File: src/rv_config.svh
// core width, register file size, reset PC and instruction size defines
`ifndef RV_CONFIG_SVH
`define RV_CONFIG_SVH

// data and address width
`define RV_XLEN 32

// architectural registers x0 .. x31
`define RV_REG_COUNT 32
`define RV_REG_IDX_W 5

// first fetch address after reset
`define RV_RESET_PC 32'h0000_0000

// one instruction word, also the PC step and link offset
`define RV_INSTR_BYTES 4

`endif
File: src/rvPkg.sv
// core types: instruction word union, ALU/imm/next-PC/write-back enums, control and memory structs
`default_nettype none

`include "rv_config.svh"

package rvPkg;

  typedef logic [`RV_XLEN-1:0] xlenWord;
  typedef logic [`RV_REG_IDX_W-1:0] regIdx;

  // encoded field positions, msb first
  typedef struct packed {
    logic [6:0] funct7;
    regIdx      rs2;
    regIdx      rs1;
    logic [2:0] funct3;
    regIdx      rd;
    logic [6:0] opcode;
  } rFmtFields;

  typedef struct packed {
    logic [11:0] imm11_0;
    regIdx       rs1;
    logic [2:0]  funct3;
    regIdx       rd;
    logic [6:0]  opcode;
  } iFmtFields;

  typedef struct packed {
    logic [6:0] imm11_5;
    regIdx      rs2;
    regIdx      rs1;
    logic [2:0] funct3;
    logic [4:0] imm4_0;
    logic [6:0] opcode;
  } sFmtFields;

  typedef struct packed {
    logic       imm12;
    logic [5:0] imm10_5;
    regIdx      rs2;
    regIdx      rs1;
    logic [2:0] funct3;
    logic [3:0] imm4_1;
    logic       imm11;
    logic [6:0] opcode;
  } bFmtFields;

  typedef struct packed {
    logic [19:0] imm31_12;
    regIdx       rd;
    logic [6:0]  opcode;
  } uFmtFields;

  typedef struct packed {
    logic       imm20;
    logic [9:0] imm10_1;
    logic       imm11;
    logic [7:0] imm19_12;
    regIdx      rd;
    logic [6:0] opcode;
  } jFmtFields;

  // one fetched word seen through every format
  typedef union packed {
    rFmtFields rFmt;
    iFmtFields iFmt;
    sFmtFields sFmt;
    bFmtFields bFmt;
    uFmtFields uFmt;
    jFmtFields jFmt;
  } instrWord;

  typedef enum logic [3:0] {
    aluAdd, aluSub, aluAnd, aluOr, aluXor, aluSll, aluSlt, aluSltu,
    aluEq, aluNe, aluPassB, aluPcAdd, aluJalr
  } aluOp;

  typedef enum logic [2:0] {immI, immShamt, immS, immB, immU, immJ, immNone} immKind;

  typedef enum logic [1:0] {pcPlus4, pcBranch, pcJal, pcJalr} nextPcSel;

  typedef enum logic [1:0] {wbAlu, wbMem, wbLink} wbSel;

  typedef struct packed {
    logic     regWrite;
    logic     memWrite;
    logic     aluSrcImm; // operand B from immediate
    aluOp     aluOp;
    immKind   immKind;
    nextPcSel nextPc;
    wbSel     wbSel;
  } ctrlBundle;

  typedef struct packed {
    logic    wrStrobe;
    xlenWord addr;
    xlenWord wdata;
  } memReq;

endpackage

`default_nettype wire

File: src/rvAlu.sv
// ALU: add/sub, logic, shift left, compares, upper-immediate and jalr target
`default_nettype none
`timescale 1ns/10ps

`include "rv_config.svh"

module rvAlu (
  input  rvPkg::aluOp    i_op,
  input  rvPkg::xlenWord i_a,
  input  rvPkg::xlenWord i_b,
  input  rvPkg::xlenWord i_pc,
  output rvPkg::xlenWord o_result
);
  import rvPkg::*;

  localparam int shamtW = $clog2(`RV_XLEN);

  xlenWord           sum;
  logic [shamtW-1:0] shamt;
  logic              ltSigned;
  logic              ltUnsigned;

  assign sum        = i_a + i_b; // shared by add, lw/sw address and jalr
  assign shamt      = i_b[shamtW-1:0];
  assign ltSigned   = $signed(i_a) < $signed(i_b);
  assign ltUnsigned = i_a < i_b;

  always_comb begin
    case (i_op)
      aluAdd:   o_result = sum;
      aluSub:   o_result = i_a - i_b;
      aluAnd:   o_result = i_a & i_b;
      aluOr:    o_result = i_a | i_b;
      aluXor:   o_result = i_a ^ i_b;
      aluSll:   o_result = i_a << shamt;
      aluSlt:   o_result = xlenWord'(ltSigned);
      aluSltu:  o_result = xlenWord'(ltUnsigned);
      aluEq:    o_result = xlenWord'(i_a == i_b); // branch conditions
      aluNe:    o_result = xlenWord'(i_a != i_b);
      aluPassB: o_result = i_b;         // lui
      aluPcAdd: o_result = i_pc + i_b;  // auipc
      aluJalr: begin
        o_result    = sum;
        o_result[0] = 1'b0;
      end
      default:  o_result = sum;
    endcase
  end

endmodule

`default_nettype wire

File: src/rvCore.sv
// single-cycle RV32I subset core: decoder, immediates, registers, ALU, PC and memory ports
`default_nettype none
`timescale 1ns/10ps

module rvCore (
  input  wire             clk,
  input  wire             rst,
  input  rvPkg::instrWord i_instr,
  output rvPkg::xlenWord  o_pc,
  input  rvPkg::xlenWord  i_memRdata,
  output rvPkg::memReq    o_memReq
);
  import rvPkg::*;

  ctrlBundle ctrl;
  xlenWord   imm;
  xlenWord   rs1Data;
  xlenWord   rs2Data;
  xlenWord   aluB;
  xlenWord   aluResult;
  xlenWord   linkValue;
  xlenWord   wbData;

  rvDecoder uDecoder (
    .i_instr (i_instr),
    .o_ctrl  (ctrl)
  );

  rvImmGen uImmGen (
    .i_instr (i_instr),
    .i_kind  (ctrl.immKind),
    .o_imm   (imm)
  );

  rvRegFile uRegFile (
    .clk         (clk),
    .rst         (rst),
    .i_writeEn   (ctrl.regWrite),
    .i_writeIdx  (i_instr.rFmt.rd),
    .i_writeData (wbData),
    .i_readIdxA  (i_instr.rFmt.rs1),
    .i_readIdxB  (i_instr.rFmt.rs2),
    .o_readDataA (rs1Data),
    .o_readDataB (rs2Data)
  );

  assign aluB = ctrl.aluSrcImm ? imm : rs2Data;

  rvAlu uAlu (
    .i_op     (ctrl.aluOp),
    .i_a      (rs1Data),
    .i_b      (aluB),
    .i_pc     (o_pc),
    .o_result (aluResult)
  );

  rvPcUnit uPcUnit (
    .clk         (clk),
    .rst         (rst),
    .i_sel       (ctrl.nextPc),
    .i_imm       (imm),
    .i_aluResult (aluResult),
    .o_pc        (o_pc),
    .o_link      (linkValue)
  );

  // write-back source
  always_comb begin
    case (ctrl.wbSel)
      wbMem:   wbData = i_memRdata; // lw
      wbLink:  wbData = linkValue;  // jal, jalr
      default: wbData = aluResult;
    endcase
  end

  // store port, no write while held in reset
  assign o_memReq = '{wrStrobe: ctrl.memWrite & ~rst, addr: aluResult, wdata: rs2Data};

endmodule

`default_nettype wire

File: src/rvDecoder.sv
// instruction decoder: opcode/funct fields to the control bundle
`default_nettype none
`timescale 1ns/10ps

module rvDecoder (
  input  rvPkg::instrWord  i_instr,
  output rvPkg::ctrlBundle o_ctrl
);
  import rvPkg::*;

  localparam logic [6:0] opLui    = 7'b0110111;
  localparam logic [6:0] opAuipc  = 7'b0010111;
  localparam logic [6:0] opReg    = 7'b0110011;
  localparam logic [6:0] opImm    = 7'b0010011;
  localparam logic [6:0] opLoad   = 7'b0000011;
  localparam logic [6:0] opStore  = 7'b0100011;
  localparam logic [6:0] opBranch = 7'b1100011;
  localparam logic [6:0] opJal    = 7'b1101111;
  localparam logic [6:0] opJalr   = 7'b1100111;

  logic [6:0] opcode;
  logic [2:0] funct3;
  logic [6:0] funct7;

  assign opcode = i_instr.rFmt.opcode;
  assign funct3 = i_instr.rFmt.funct3;
  assign funct7 = i_instr.rFmt.funct7; // also the upper imm bits of slli

  always_comb begin
    // no-op unless a known encoding matches
    o_ctrl = '{regWrite: 1'b0, memWrite: 1'b0, aluSrcImm: 1'b0, aluOp: aluAdd,
               immKind: immNone, nextPc: pcPlus4, wbSel: wbAlu};
    case (opcode)
      opLui: begin
        o_ctrl = '{1'b1, 1'b0, 1'b1, aluPassB, immU, pcPlus4, wbAlu};
      end
      opAuipc: begin
        o_ctrl = '{1'b1, 1'b0, 1'b1, aluPcAdd, immU, pcPlus4, wbAlu};
      end
      opReg: begin
        o_ctrl.regWrite = 1'b1;
        case ({funct7, funct3})
          10'b0000000_000: o_ctrl.aluOp = aluAdd;
          10'b0100000_000: o_ctrl.aluOp = aluSub;
          10'b0000000_111: o_ctrl.aluOp = aluAnd;
          10'b0000000_110: o_ctrl.aluOp = aluOr;
          10'b0000000_100: o_ctrl.aluOp = aluXor;
          10'b0000000_001: o_ctrl.aluOp = aluSll;
          10'b0000000_010: o_ctrl.aluOp = aluSlt;
          10'b0000000_011: o_ctrl.aluOp = aluSltu;
          default:         o_ctrl.regWrite = 1'b0; // srl, sra and the rest
        endcase
      end
      opImm: begin
        o_ctrl.regWrite  = 1'b1;
        o_ctrl.aluSrcImm = 1'b1;
        o_ctrl.immKind   = immI;
        case (funct3)
          3'b000: o_ctrl.aluOp = aluAdd;
          3'b111: o_ctrl.aluOp = aluAnd;
          3'b110: o_ctrl.aluOp = aluOr;
          3'b100: o_ctrl.aluOp = aluXor;
          3'b010: o_ctrl.aluOp = aluSlt;
          3'b011: o_ctrl.aluOp = aluSltu;
          3'b001: begin
            o_ctrl.aluOp    = aluSll;
            o_ctrl.immKind  = immShamt;
            o_ctrl.regWrite = (funct7 == 7'b0000000);
          end
          default: o_ctrl.regWrite = 1'b0;
        endcase
      end
      opLoad: begin
        if (funct3 == 3'b010) // lw only
          o_ctrl = '{1'b1, 1'b0, 1'b1, aluAdd, immI, pcPlus4, wbMem};
      end
      opStore: begin
        if (funct3 == 3'b010) // sw only
          o_ctrl = '{1'b0, 1'b1, 1'b1, aluAdd, immS, pcPlus4, wbAlu};
      end
      opBranch: begin
        o_ctrl.immKind = immB;
        o_ctrl.nextPc  = pcBranch;
        case (funct3)
          3'b000:  o_ctrl.aluOp = aluEq;
          3'b001:  o_ctrl.aluOp = aluNe;
          3'b100:  o_ctrl.aluOp = aluSlt;
          3'b110:  o_ctrl.aluOp = aluSltu;
          default: o_ctrl.nextPc = pcPlus4; // bge/bgeu fall through
        endcase
      end
      opJal: begin
        o_ctrl = '{1'b1, 1'b0, 1'b0, aluAdd, immJ, pcJal, wbLink};
      end
      opJalr: begin
        if (funct3 == 3'b000)
          o_ctrl = '{1'b1, 1'b0, 1'b1, aluJalr, immI, pcJalr, wbLink};
      end
      default: ;
    endcase
  end

  // a store must never also update the register file
  storeNoRegWrite: assert final (!(o_ctrl.memWrite && o_ctrl.regWrite))
    else $error("decoder raised regWrite on a store, instr %h", i_instr);

endmodule

`default_nettype wire

File: src/rvImmGen.sv
// immediate generator for the I, shamt, S, B, U and J formats
`default_nettype none
`timescale 1ns/10ps

`include "rv_config.svh"

module rvImmGen (
  input  rvPkg::instrWord i_instr,
  input  rvPkg::immKind   i_kind,
  output rvPkg::xlenWord  o_imm
);
  import rvPkg::*;

  always_comb begin
    case (i_kind)
      immI: begin
        o_imm = {{(`RV_XLEN-12){i_instr.iFmt.imm11_0[11]}}, i_instr.iFmt.imm11_0};
      end
      immShamt: begin
        o_imm = xlenWord'(i_instr.iFmt.imm11_0[4:0]); // zero-extended
      end
      immS: begin
        o_imm = {{(`RV_XLEN-12){i_instr.sFmt.imm11_5[6]}},
                 i_instr.sFmt.imm11_5, i_instr.sFmt.imm4_0};
      end
      immB: begin
        // 13-bit offset, low bit always zero
        o_imm = {{(`RV_XLEN-13){i_instr.bFmt.imm12}}, i_instr.bFmt.imm12,
                 i_instr.bFmt.imm11, i_instr.bFmt.imm10_5, i_instr.bFmt.imm4_1, 1'b0};
      end
      immU: begin
        o_imm = xlenWord'({i_instr.uFmt.imm31_12, 12'b0});
      end
      immJ: begin
        // 21-bit offset, low bit always zero
        o_imm = {{(`RV_XLEN-21){i_instr.jFmt.imm20}}, i_instr.jFmt.imm20,
                 i_instr.jFmt.imm19_12, i_instr.jFmt.imm11, i_instr.jFmt.imm10_1, 1'b0};
      end
      default: begin
        o_imm = '0; // immNone
      end
    endcase
  end

endmodule

`default_nettype wire

File: src/rvPcUnit.sv
// PC register with next-PC selection and link value
`default_nettype none
`timescale 1ns/10ps

`include "rv_config.svh"

module rvPcUnit (
  input  wire              clk,
  input  wire              rst,
  input  rvPkg::nextPcSel  i_sel,
  input  rvPkg::xlenWord   i_imm,
  input  rvPkg::xlenWord   i_aluResult,
  output rvPkg::xlenWord   o_pc,
  output rvPkg::xlenWord   o_link
);
  import rvPkg::*;

  localparam int alignBits = $clog2(`RV_INSTR_BYTES);

  xlenWord pcQ;
  xlenWord pcTarget;
  xlenWord pcNext;
  logic    branchTaken;

  assign o_pc        = pcQ;
  assign o_link      = pcQ + `RV_INSTR_BYTES; // also the sequential next PC
  assign pcTarget    = pcQ + i_imm;
  assign branchTaken = (i_aluResult == xlenWord'(1)); // condition from ALU

  always_comb begin
    case (i_sel)
      pcBranch: pcNext = branchTaken ? pcTarget : o_link;
      pcJal:    pcNext = pcTarget;
      pcJalr:   pcNext = i_aluResult; // bit 0 already cleared
      default:  pcNext = o_link;
    endcase
  end

  always_ff @(posedge clk or posedge rst) begin
    if (rst) begin
      pcQ <= `RV_RESET_PC;
    end else begin
      pcQ <= pcNext;
    end
  end

  // targets from imm and jalr must keep the fetch address word aligned
  pcAligned: assert property (
    @(posedge clk) disable iff (rst) (o_pc[alignBits-1:0] == '0)
  ) else $error("misaligned PC %h", o_pc);

endmodule

`default_nettype wire

File: src/rvRegFile.sv
// register file: two combinational read ports, one write port, x0 fixed at zero
`default_nettype none
`timescale 1ns/10ps

`include "rv_config.svh"

module rvRegFile (
  input  wire            clk,
  input  wire            rst,
  input  wire            i_writeEn,
  input  rvPkg::regIdx   i_writeIdx,
  input  rvPkg::xlenWord i_writeData,
  input  rvPkg::regIdx   i_readIdxA,
  input  rvPkg::regIdx   i_readIdxB,
  output rvPkg::xlenWord o_readDataA,
  output rvPkg::xlenWord o_readDataB
);
  import rvPkg::*;

  xlenWord regs [`RV_REG_COUNT];

  always_ff @(posedge clk or posedge rst) begin
    if (rst) begin
      for (int i = 0; i < `RV_REG_COUNT; i++) begin
        regs[i] <= '0;
      end
    end else if (i_writeEn && (i_writeIdx != '0)) begin
      regs[i_writeIdx] <= i_writeData; // x0 writes dropped here
    end
  end

  // reads see the old value until the edge
  assign o_readDataA = regs[i_readIdxA];
  assign o_readDataB = regs[i_readIdxB];

  // x0 stays zero on both ports whatever was written earlier
  x0ReadsZero: assert property (
    @(posedge clk) disable iff (rst)
      ((i_readIdxA == '0) |-> (o_readDataA == '0)) and
      ((i_readIdxB == '0) |-> (o_readDataB == '0))
  ) else $error("x0 read back non-zero");

endmodule

`default_nettype wire

File: config.mk
export PLATFORM = sky130hd
export DESIGN_NAME = rvCore
export DESIGN_NICKNAME = d
export VERILOG_FILES = /design/src/rvPkg.sv /design/src/rvAlu.sv /design/src/rvCore.sv /design/src/rvDecoder.sv /design/src/rvImmGen.sv /design/src/rvPcUnit.sv /design/src/rvRegFile.sv
export VERILOG_INCLUDE_DIRS = /design/src
export SDC_FILE = /design/constraint.sdc
export NUM_CORES = 2
export LEC_CHECK = 0
export ABC_AREA = 1
export BUFFER_PORTS_ARGS = -buffer_cell sky130_fd_sc_hd__buf_4
export CELL_PAD_IN_SITES_DETAIL_PLACEMENT = 1
export CELL_PAD_IN_SITES_GLOBAL_PLACEMENT = 2
export CORE_MARGIN = 5
export CORE_UTILIZATION = 30
export CTS_CLUSTER_DIAMETER = 80
export DETAILED_ROUTE_END_ITERATION = 8
export GPL_TIMING_DRIVEN = 0
export HOLD_SLACK_MARGIN = 0.12
export PLACE_DENSITY = 0.68
export RECOVER_POWER = 100
export REMOVE_ABC_BUFFERS = 1
export SKIP_CTS_REPAIR_TIMING = 1
export SLEW_MARGIN = 20
export SYNTH_ARGS = -nofsm -noshare
export SYNTH_HDL_FRONTEND = slang
export SYNTH_SLANG_ARGS = --single-unit
File: constraint.sdc
create_clock -name clk -period 118.9 [get_ports clk]
set_input_delay 23.78 -clock clk [delete_from_list [all_inputs] [get_ports clk]]
set_output_delay 23.78 -clock clk [all_outputs]
set_load 0.02 [all_outputs]
* Word level (Yosys, flattened, before mapping)
Cells that the tools add are included.
Word-level totals: bits in latches 0, RAM bits 0, output and inout bits 97, bits in registers 1056, input port bits 66, memories kept 0, ROM bits 0
Cells by class: multiplexer cells 32, eq/ne operators 47, multipliers 0, shifts and indexed selects 1, div/mod/pow operators 0, reductions and logical operators 13, magnitude comparators 6, bitwise operators 8, add/sub/neg operators 5
Operator list (count):
- $bwmux 1024 | 1
- $pmux 32 s12 | 1
- $bmux 32 s5 | 2
- $mux 32 | 7
- $pmux 32 s6 | 1
- $demux 32 s5 | 1
- $add 32x32->32 | 3
- $pmux 32 s3 | 1
- $lt 32x32->1 | 2
- $pmux 32 s2 | 1
- $pmux 3 s7 | 2
- $add 32x3->32 const B | 1
- $and 32x32->32 | 1
- $eq 32x1->1 const B | 1
- $eq 32x32->1 | 1
- $ne 32x32->1 | 1
- $or 32x32->32 | 1
- $pmux 4 s8 | 1
- $shl 32x5->32 | 1
- $sub 32x32->32 | 1
- $xor 32x32->32 | 1
- $eq 10x3->1 const B | 3
- $mux 14 | 2
- $eq 7x6->1 const B | 3
- other kinds (40) | 72

* Depth between registers and ports, before layout
depth after elaboration 11, gate-level depth with buffers 46, depth with buffers taken out 41

* Hierarchy
A second synthesis with hierarchy kept.
Second synthesis, totals: cell total of the unflattened synthesis 11925, area total of the unflattened synthesis 74328.8 sq um
Modules (own cells, without submodules):
- rvRegFile | area each 56374.1 sq um, cells an instance 8272, times used 1
- rvAlu | area each 10923.0 sq um, cells an instance 2265, times used 1
- rvPcUnit | area each 4694.5 sq um, cells an instance 862, times used 1
- rvCore | area each 1342.5 sq um, cells an instance 315, times used 1
- rvDecoder | area each 611.8 sq um, cells an instance 122, times used 1
- rvImmGen | area each 382.9 sq um, cells an instance 89, times used 1

* Worst setup path after synthesis
No wires, ideal clock.
path kind input-to-output, start point in i_instr[20] (netlist name), end point out o_memReq[50] (netlist name), slack 66882 ps, cell stages on the path 34, arrival time 28238 ps, path buffers 10, cell sequence buf_6 -> inv_2 -> buf_6 -> buf_2 -> buf_6 -> buf_2 -> buf_2 -> clkbuf_1 -> clkbuf_1 -> clkbuf_1 -> o21ai_0 -> o221ai_1 -> nand3_1 -> nand3_1 -> nand2_1 -> nand2_1 -> o21ai_0 -> ha_1 -> clkbuf_1 -> nand2_1 -> nor2_1 -> nand3_1 -> o21ai_0 -> nand2_1 -> nand2_1 -> nand2_1 -> nand3_1 -> o211ai_1 -> nor2_1 -> nand4_1 -> nor2_1 -> nand2_1 -> nand2_1 -> inv_1
RTL lines:
- start: declaration | RTL line rvCore.sv:8 | input rvPkg::instrWord i_instr,
- end: declaration | RTL line rvCore.sv:11 | output rvPkg::memReq o_memReq

==> impl_metrics.tcl <==
set metrics [dict create \
    wl_um 391000 \
    grtUsageMet1_pct 40.5 \
    drt_iter0_markers 6450 \
    busiest_layer "met2" \
    rows 183 \
    p_leak_uw 0.0387 \
    fillers 31327 \
    hp-start "uRegFile.regs[1010]$_DFFE_PP0P_" \
    die_y_um 509 \
    clock_skew_ns 0.0627 \
    relSlewSlack_pct -285 \
    max-cap-violations 56 \
    post_drt_wl_per_cell_um 26.9 \
    outcome "finished, violations left" \
    grt_max_degree 128 \
    hold_viol 0 \
    cts.sinks 1056 \
    start_kind "input pin" \
    hold_depth 0 \
    timing.final.crit_share_pct 57.1 \
    end_kind "primary output" \
    overflow 0 \
    min_to "uRegFile.regs[1010]$_DFFE_PP0P_" \
    layout.nets 11315 \
    place.gp.congestion 0.933 \
    port_buffers 162 \
    r2r-end "uRegFile.regs[476]$_DFFE_PP0P_" \
    die_w_um 509 \
    initial_core_util_pct 30.1 \
    vias 80094 \
    vdd_drop_max_v 0.0000118 \
    die_area_um2 259000 \
    setup_viol 0 \
    fin_util_pct 33.8 \
    synthCells 11448 \
    ant_nets 0 \
    dominantRegCellSynth "dfrtp_1" \
    routed_via_density 5.51 \
    ioPinCount 163 \
    synth_cell_types 61 \
    grt_usage_pct 29.4 \
    cts_buffers 142 \
    r2r_slack_ns 108.71 \
    tns_ns 0 \
    synth_warnings 0 \
    syn_area_per_cell_um2 6.52 \
    drive_gt1_share_pct 6.01 \
    arrival_ns 44.15 \
    holdCritPathClass "flip-flop to flip-flop" \
    met3_usage_pct 3.48 \
    drc 0 \
    clkLatencyLatePin_ns 0.84 \
    use_met2_pct 47.3 \
    power.density_nw_per_um2 14.5 \
    antenna_found_initial 17 \
    period_minus_slack_ns 67.93 \
    async_reset_ff_share_pct 100 \
    crit_type "input pin to primary output" \
    coreArea_um2 248000 \
    violations "capacitance limit, slew limit" \
    worstMarginPinSlew_ns 5.77 \
    fmax_mhz 14.7 \
    ff2ff_path_depth 31 \
    ys_ff_latch 1056 \
    syn_area_um2 74700 \
    cp.required_ns 95.12 \
    cts_tree "yes" \
    cts_max_path_buffers 3 \
    synth_edf_count 0 \
    grt_pass1_vias 80681 \
    rsz0062_at_grt "false" \
    ys_seq_area_share_pct 35.4 \
    drtPass1Iterations 6 \
    slew_violations 2411 \
    cts_root_buffer "clkbuf_16" \
    cts_max_level 4 \
    reg2reg_from "uRegFile.regs[384]$_DFFE_PP0P_" \
    path_max_fanout 102 \
    synthToLayoutAreaGrowth_pct 12.3 \
    clk_pin_slew_ns 0.06 \
    hpwlAfterDp_um 266000 \
    grt_pass1_wl_um 568000 \
]
-- placed cells by master, fill, tap and decap left out, types with 17 or more instances in the layout --
master     count
o21ai_1       41
a21oi_1      543
o21ai_0     1846
o22ai_1       26
nor2_1       663
inv_4         20
clkbuf_16    143
clkbuf_1     174
xor2_1        59
buf_4        120
buf_16        53
inv_2         28
nand3_1     1235
buf_12        24
nand4_1       55
clkinv_2      27
clkbuf_8      40
buf_8         17
o211ai_1     108
inv_1       1012
nor3_2        20
nor3_1        55
xnor2_1       23
nand2_1     3256
or2_2         52
ha_1         161
o221ai_1      80
nand2_2       24
dfrtp_1     1056
-- sequential cells by signal (all words and copies together) (netlist names) --
signal,flops
uPcUnit.o_pc,32
uRegFile.regs,1024
-- how the worst max path moves through the flow --
stage	startpoint	endpoint	cells past startpoint
3_5_place_dp	i_instr[20]	o_memReq[63]	30
4_1_cts	i_instr[20]	o_memReq[60]	31
3_3_place_gp	i_instr[15]	o_memReq[63]	25
6_report	i_instr[20]	o_memReq[62]	26
5_1_grt	i_instr[20]	o_memReq[32]	28
2_1_floorplan	i_instr[20]	o_memReq[50]	28
-- metal layers --
metal / wire length [um] / vias to the layer above
li1: - / 36716
met1: 177000 / 40350
met2: 175000 / 2401
met3: 20600 / 619
met4: 17900 / 8
met5: 55 / -
-- worst max-delay path, stage by stage --
cell	delay, ns
clkbuf_1	0.08
clkbuf_1	1.81
clkinvlp_2	2.98
clkbuf_1	2.37
clkbuf_1	3.42
clkbuf_1	3.56
o21ai_0	0.39
a21oi_1	0.31
o21ai_0	0.16
nand3_1	0.16
nand2_1	0.06
o21ai_0	0.83
nand2_1	0.23
nand2_1	0.26
ha_1	0.43
nor3_1	0.45
and2_0	0.26
nand4_1	0.20
nand3_1	0.16
xor2_1	0.62
nor2_1	0.09
nor2_1	0.23
nand4_1	0.33
nand2_1	0.25
inv_1	0.13
buf_4	0.18
-- cell usage after synthesis (10+ instances only) --
cell type	count	area share, %
nand4_1	55	0.46
a21o_1	10	0.10
a31oi_1	16	0.13
o211ai_1	108	1.1
o221ai_1	80	0.94
nor2_2	16	0.13
dfrtp_1	1056	35
clkbuf_1	482	2.4
inv_2	27	0.14
clkinv_1	16	0.080
o22ai_1	26	0.22
buf_6	37	0.56
xnor2_1	23	0.27
buf_2	250	1.7
o21ai_1	74	0.50
a21oi_1	543	3.6
o21ai_0	1815	12
or2_2	52	0.44
nand2_1	3258	16
nor3_1	74	0.50
ha_1	162	2.7
nand2_2	22	0.18
nor2_1	666	3.3
inv_1	1042	5.2
nand3_1	1235	8.3
nand3_2	13	0.17
xor2_1	59	0.69
buf_1	70	0.35
o21a_1	16	0.16
buf_4	35	0.35
o21bai_1	14	0.14
-- cells by family (layout without fill, tap and decap cells) --
logic type / count (synthesis) / after routing / synth area share, %
other: 0 / 9 / 0
xor gates and xnor gates: 82 / 82 / 0.962
DFF: 1056 / 1056 / 35.4
adders and majority gates: 165 / 165 / 2.80
and+or+nand+nor: 5443 / 5443 / 30.5
AOI/OAI and AO/OA: 2741 / 2741 / 19.5
buffers and inverters: 1961 / 1710 / 10.8
-- stage by stage --
step           std cells  setup slack, ns  total power [uW]  instance area, um^2  hold slack (ns)
5_1_grt            14529            49.97              1270                83800            0.411
2_1_floorplan      10572            62.16               598                70600            0.367
4_1_cts            14527            63.79              1260                85700            0.396
3_3_place_gp       14064            43.03               770                76000            0.380
6_report           14536            50.97              1210                83800            0.398
3_5_place_dp       14270            63.80               807                80800            0.384
-- power by group --
group | switching (uW) | leakage [uW] | total (uW) | internal (uW)
clock network | 188 | 0.00239 | 448 | 261
logic | 287 | 0.0235 | 370 | 83.5
registers | 16.2 | 0.0129 | 395 | 379
total | 491 | 0.0387 | 1210 | 723
-- final cells by class --
cell class | instances | area [um^2] | area share (%)
clock buffers | 215 | 4250 | 5.07
well taps | 3330 | 4170 | 4.97
repair buffers | 368 | 3760 | 4.49
multi-input cells | 8431 | 40400 | 48.2
clock inverters | 42 | 624 | 0.745
diodes | 9 | 22.5 | 0.0269
flip-flops and latches | 1056 | 26400 | 31.5
inverters | 1085 | 4190 | 5.00
(Power assumes the default switching activity.)
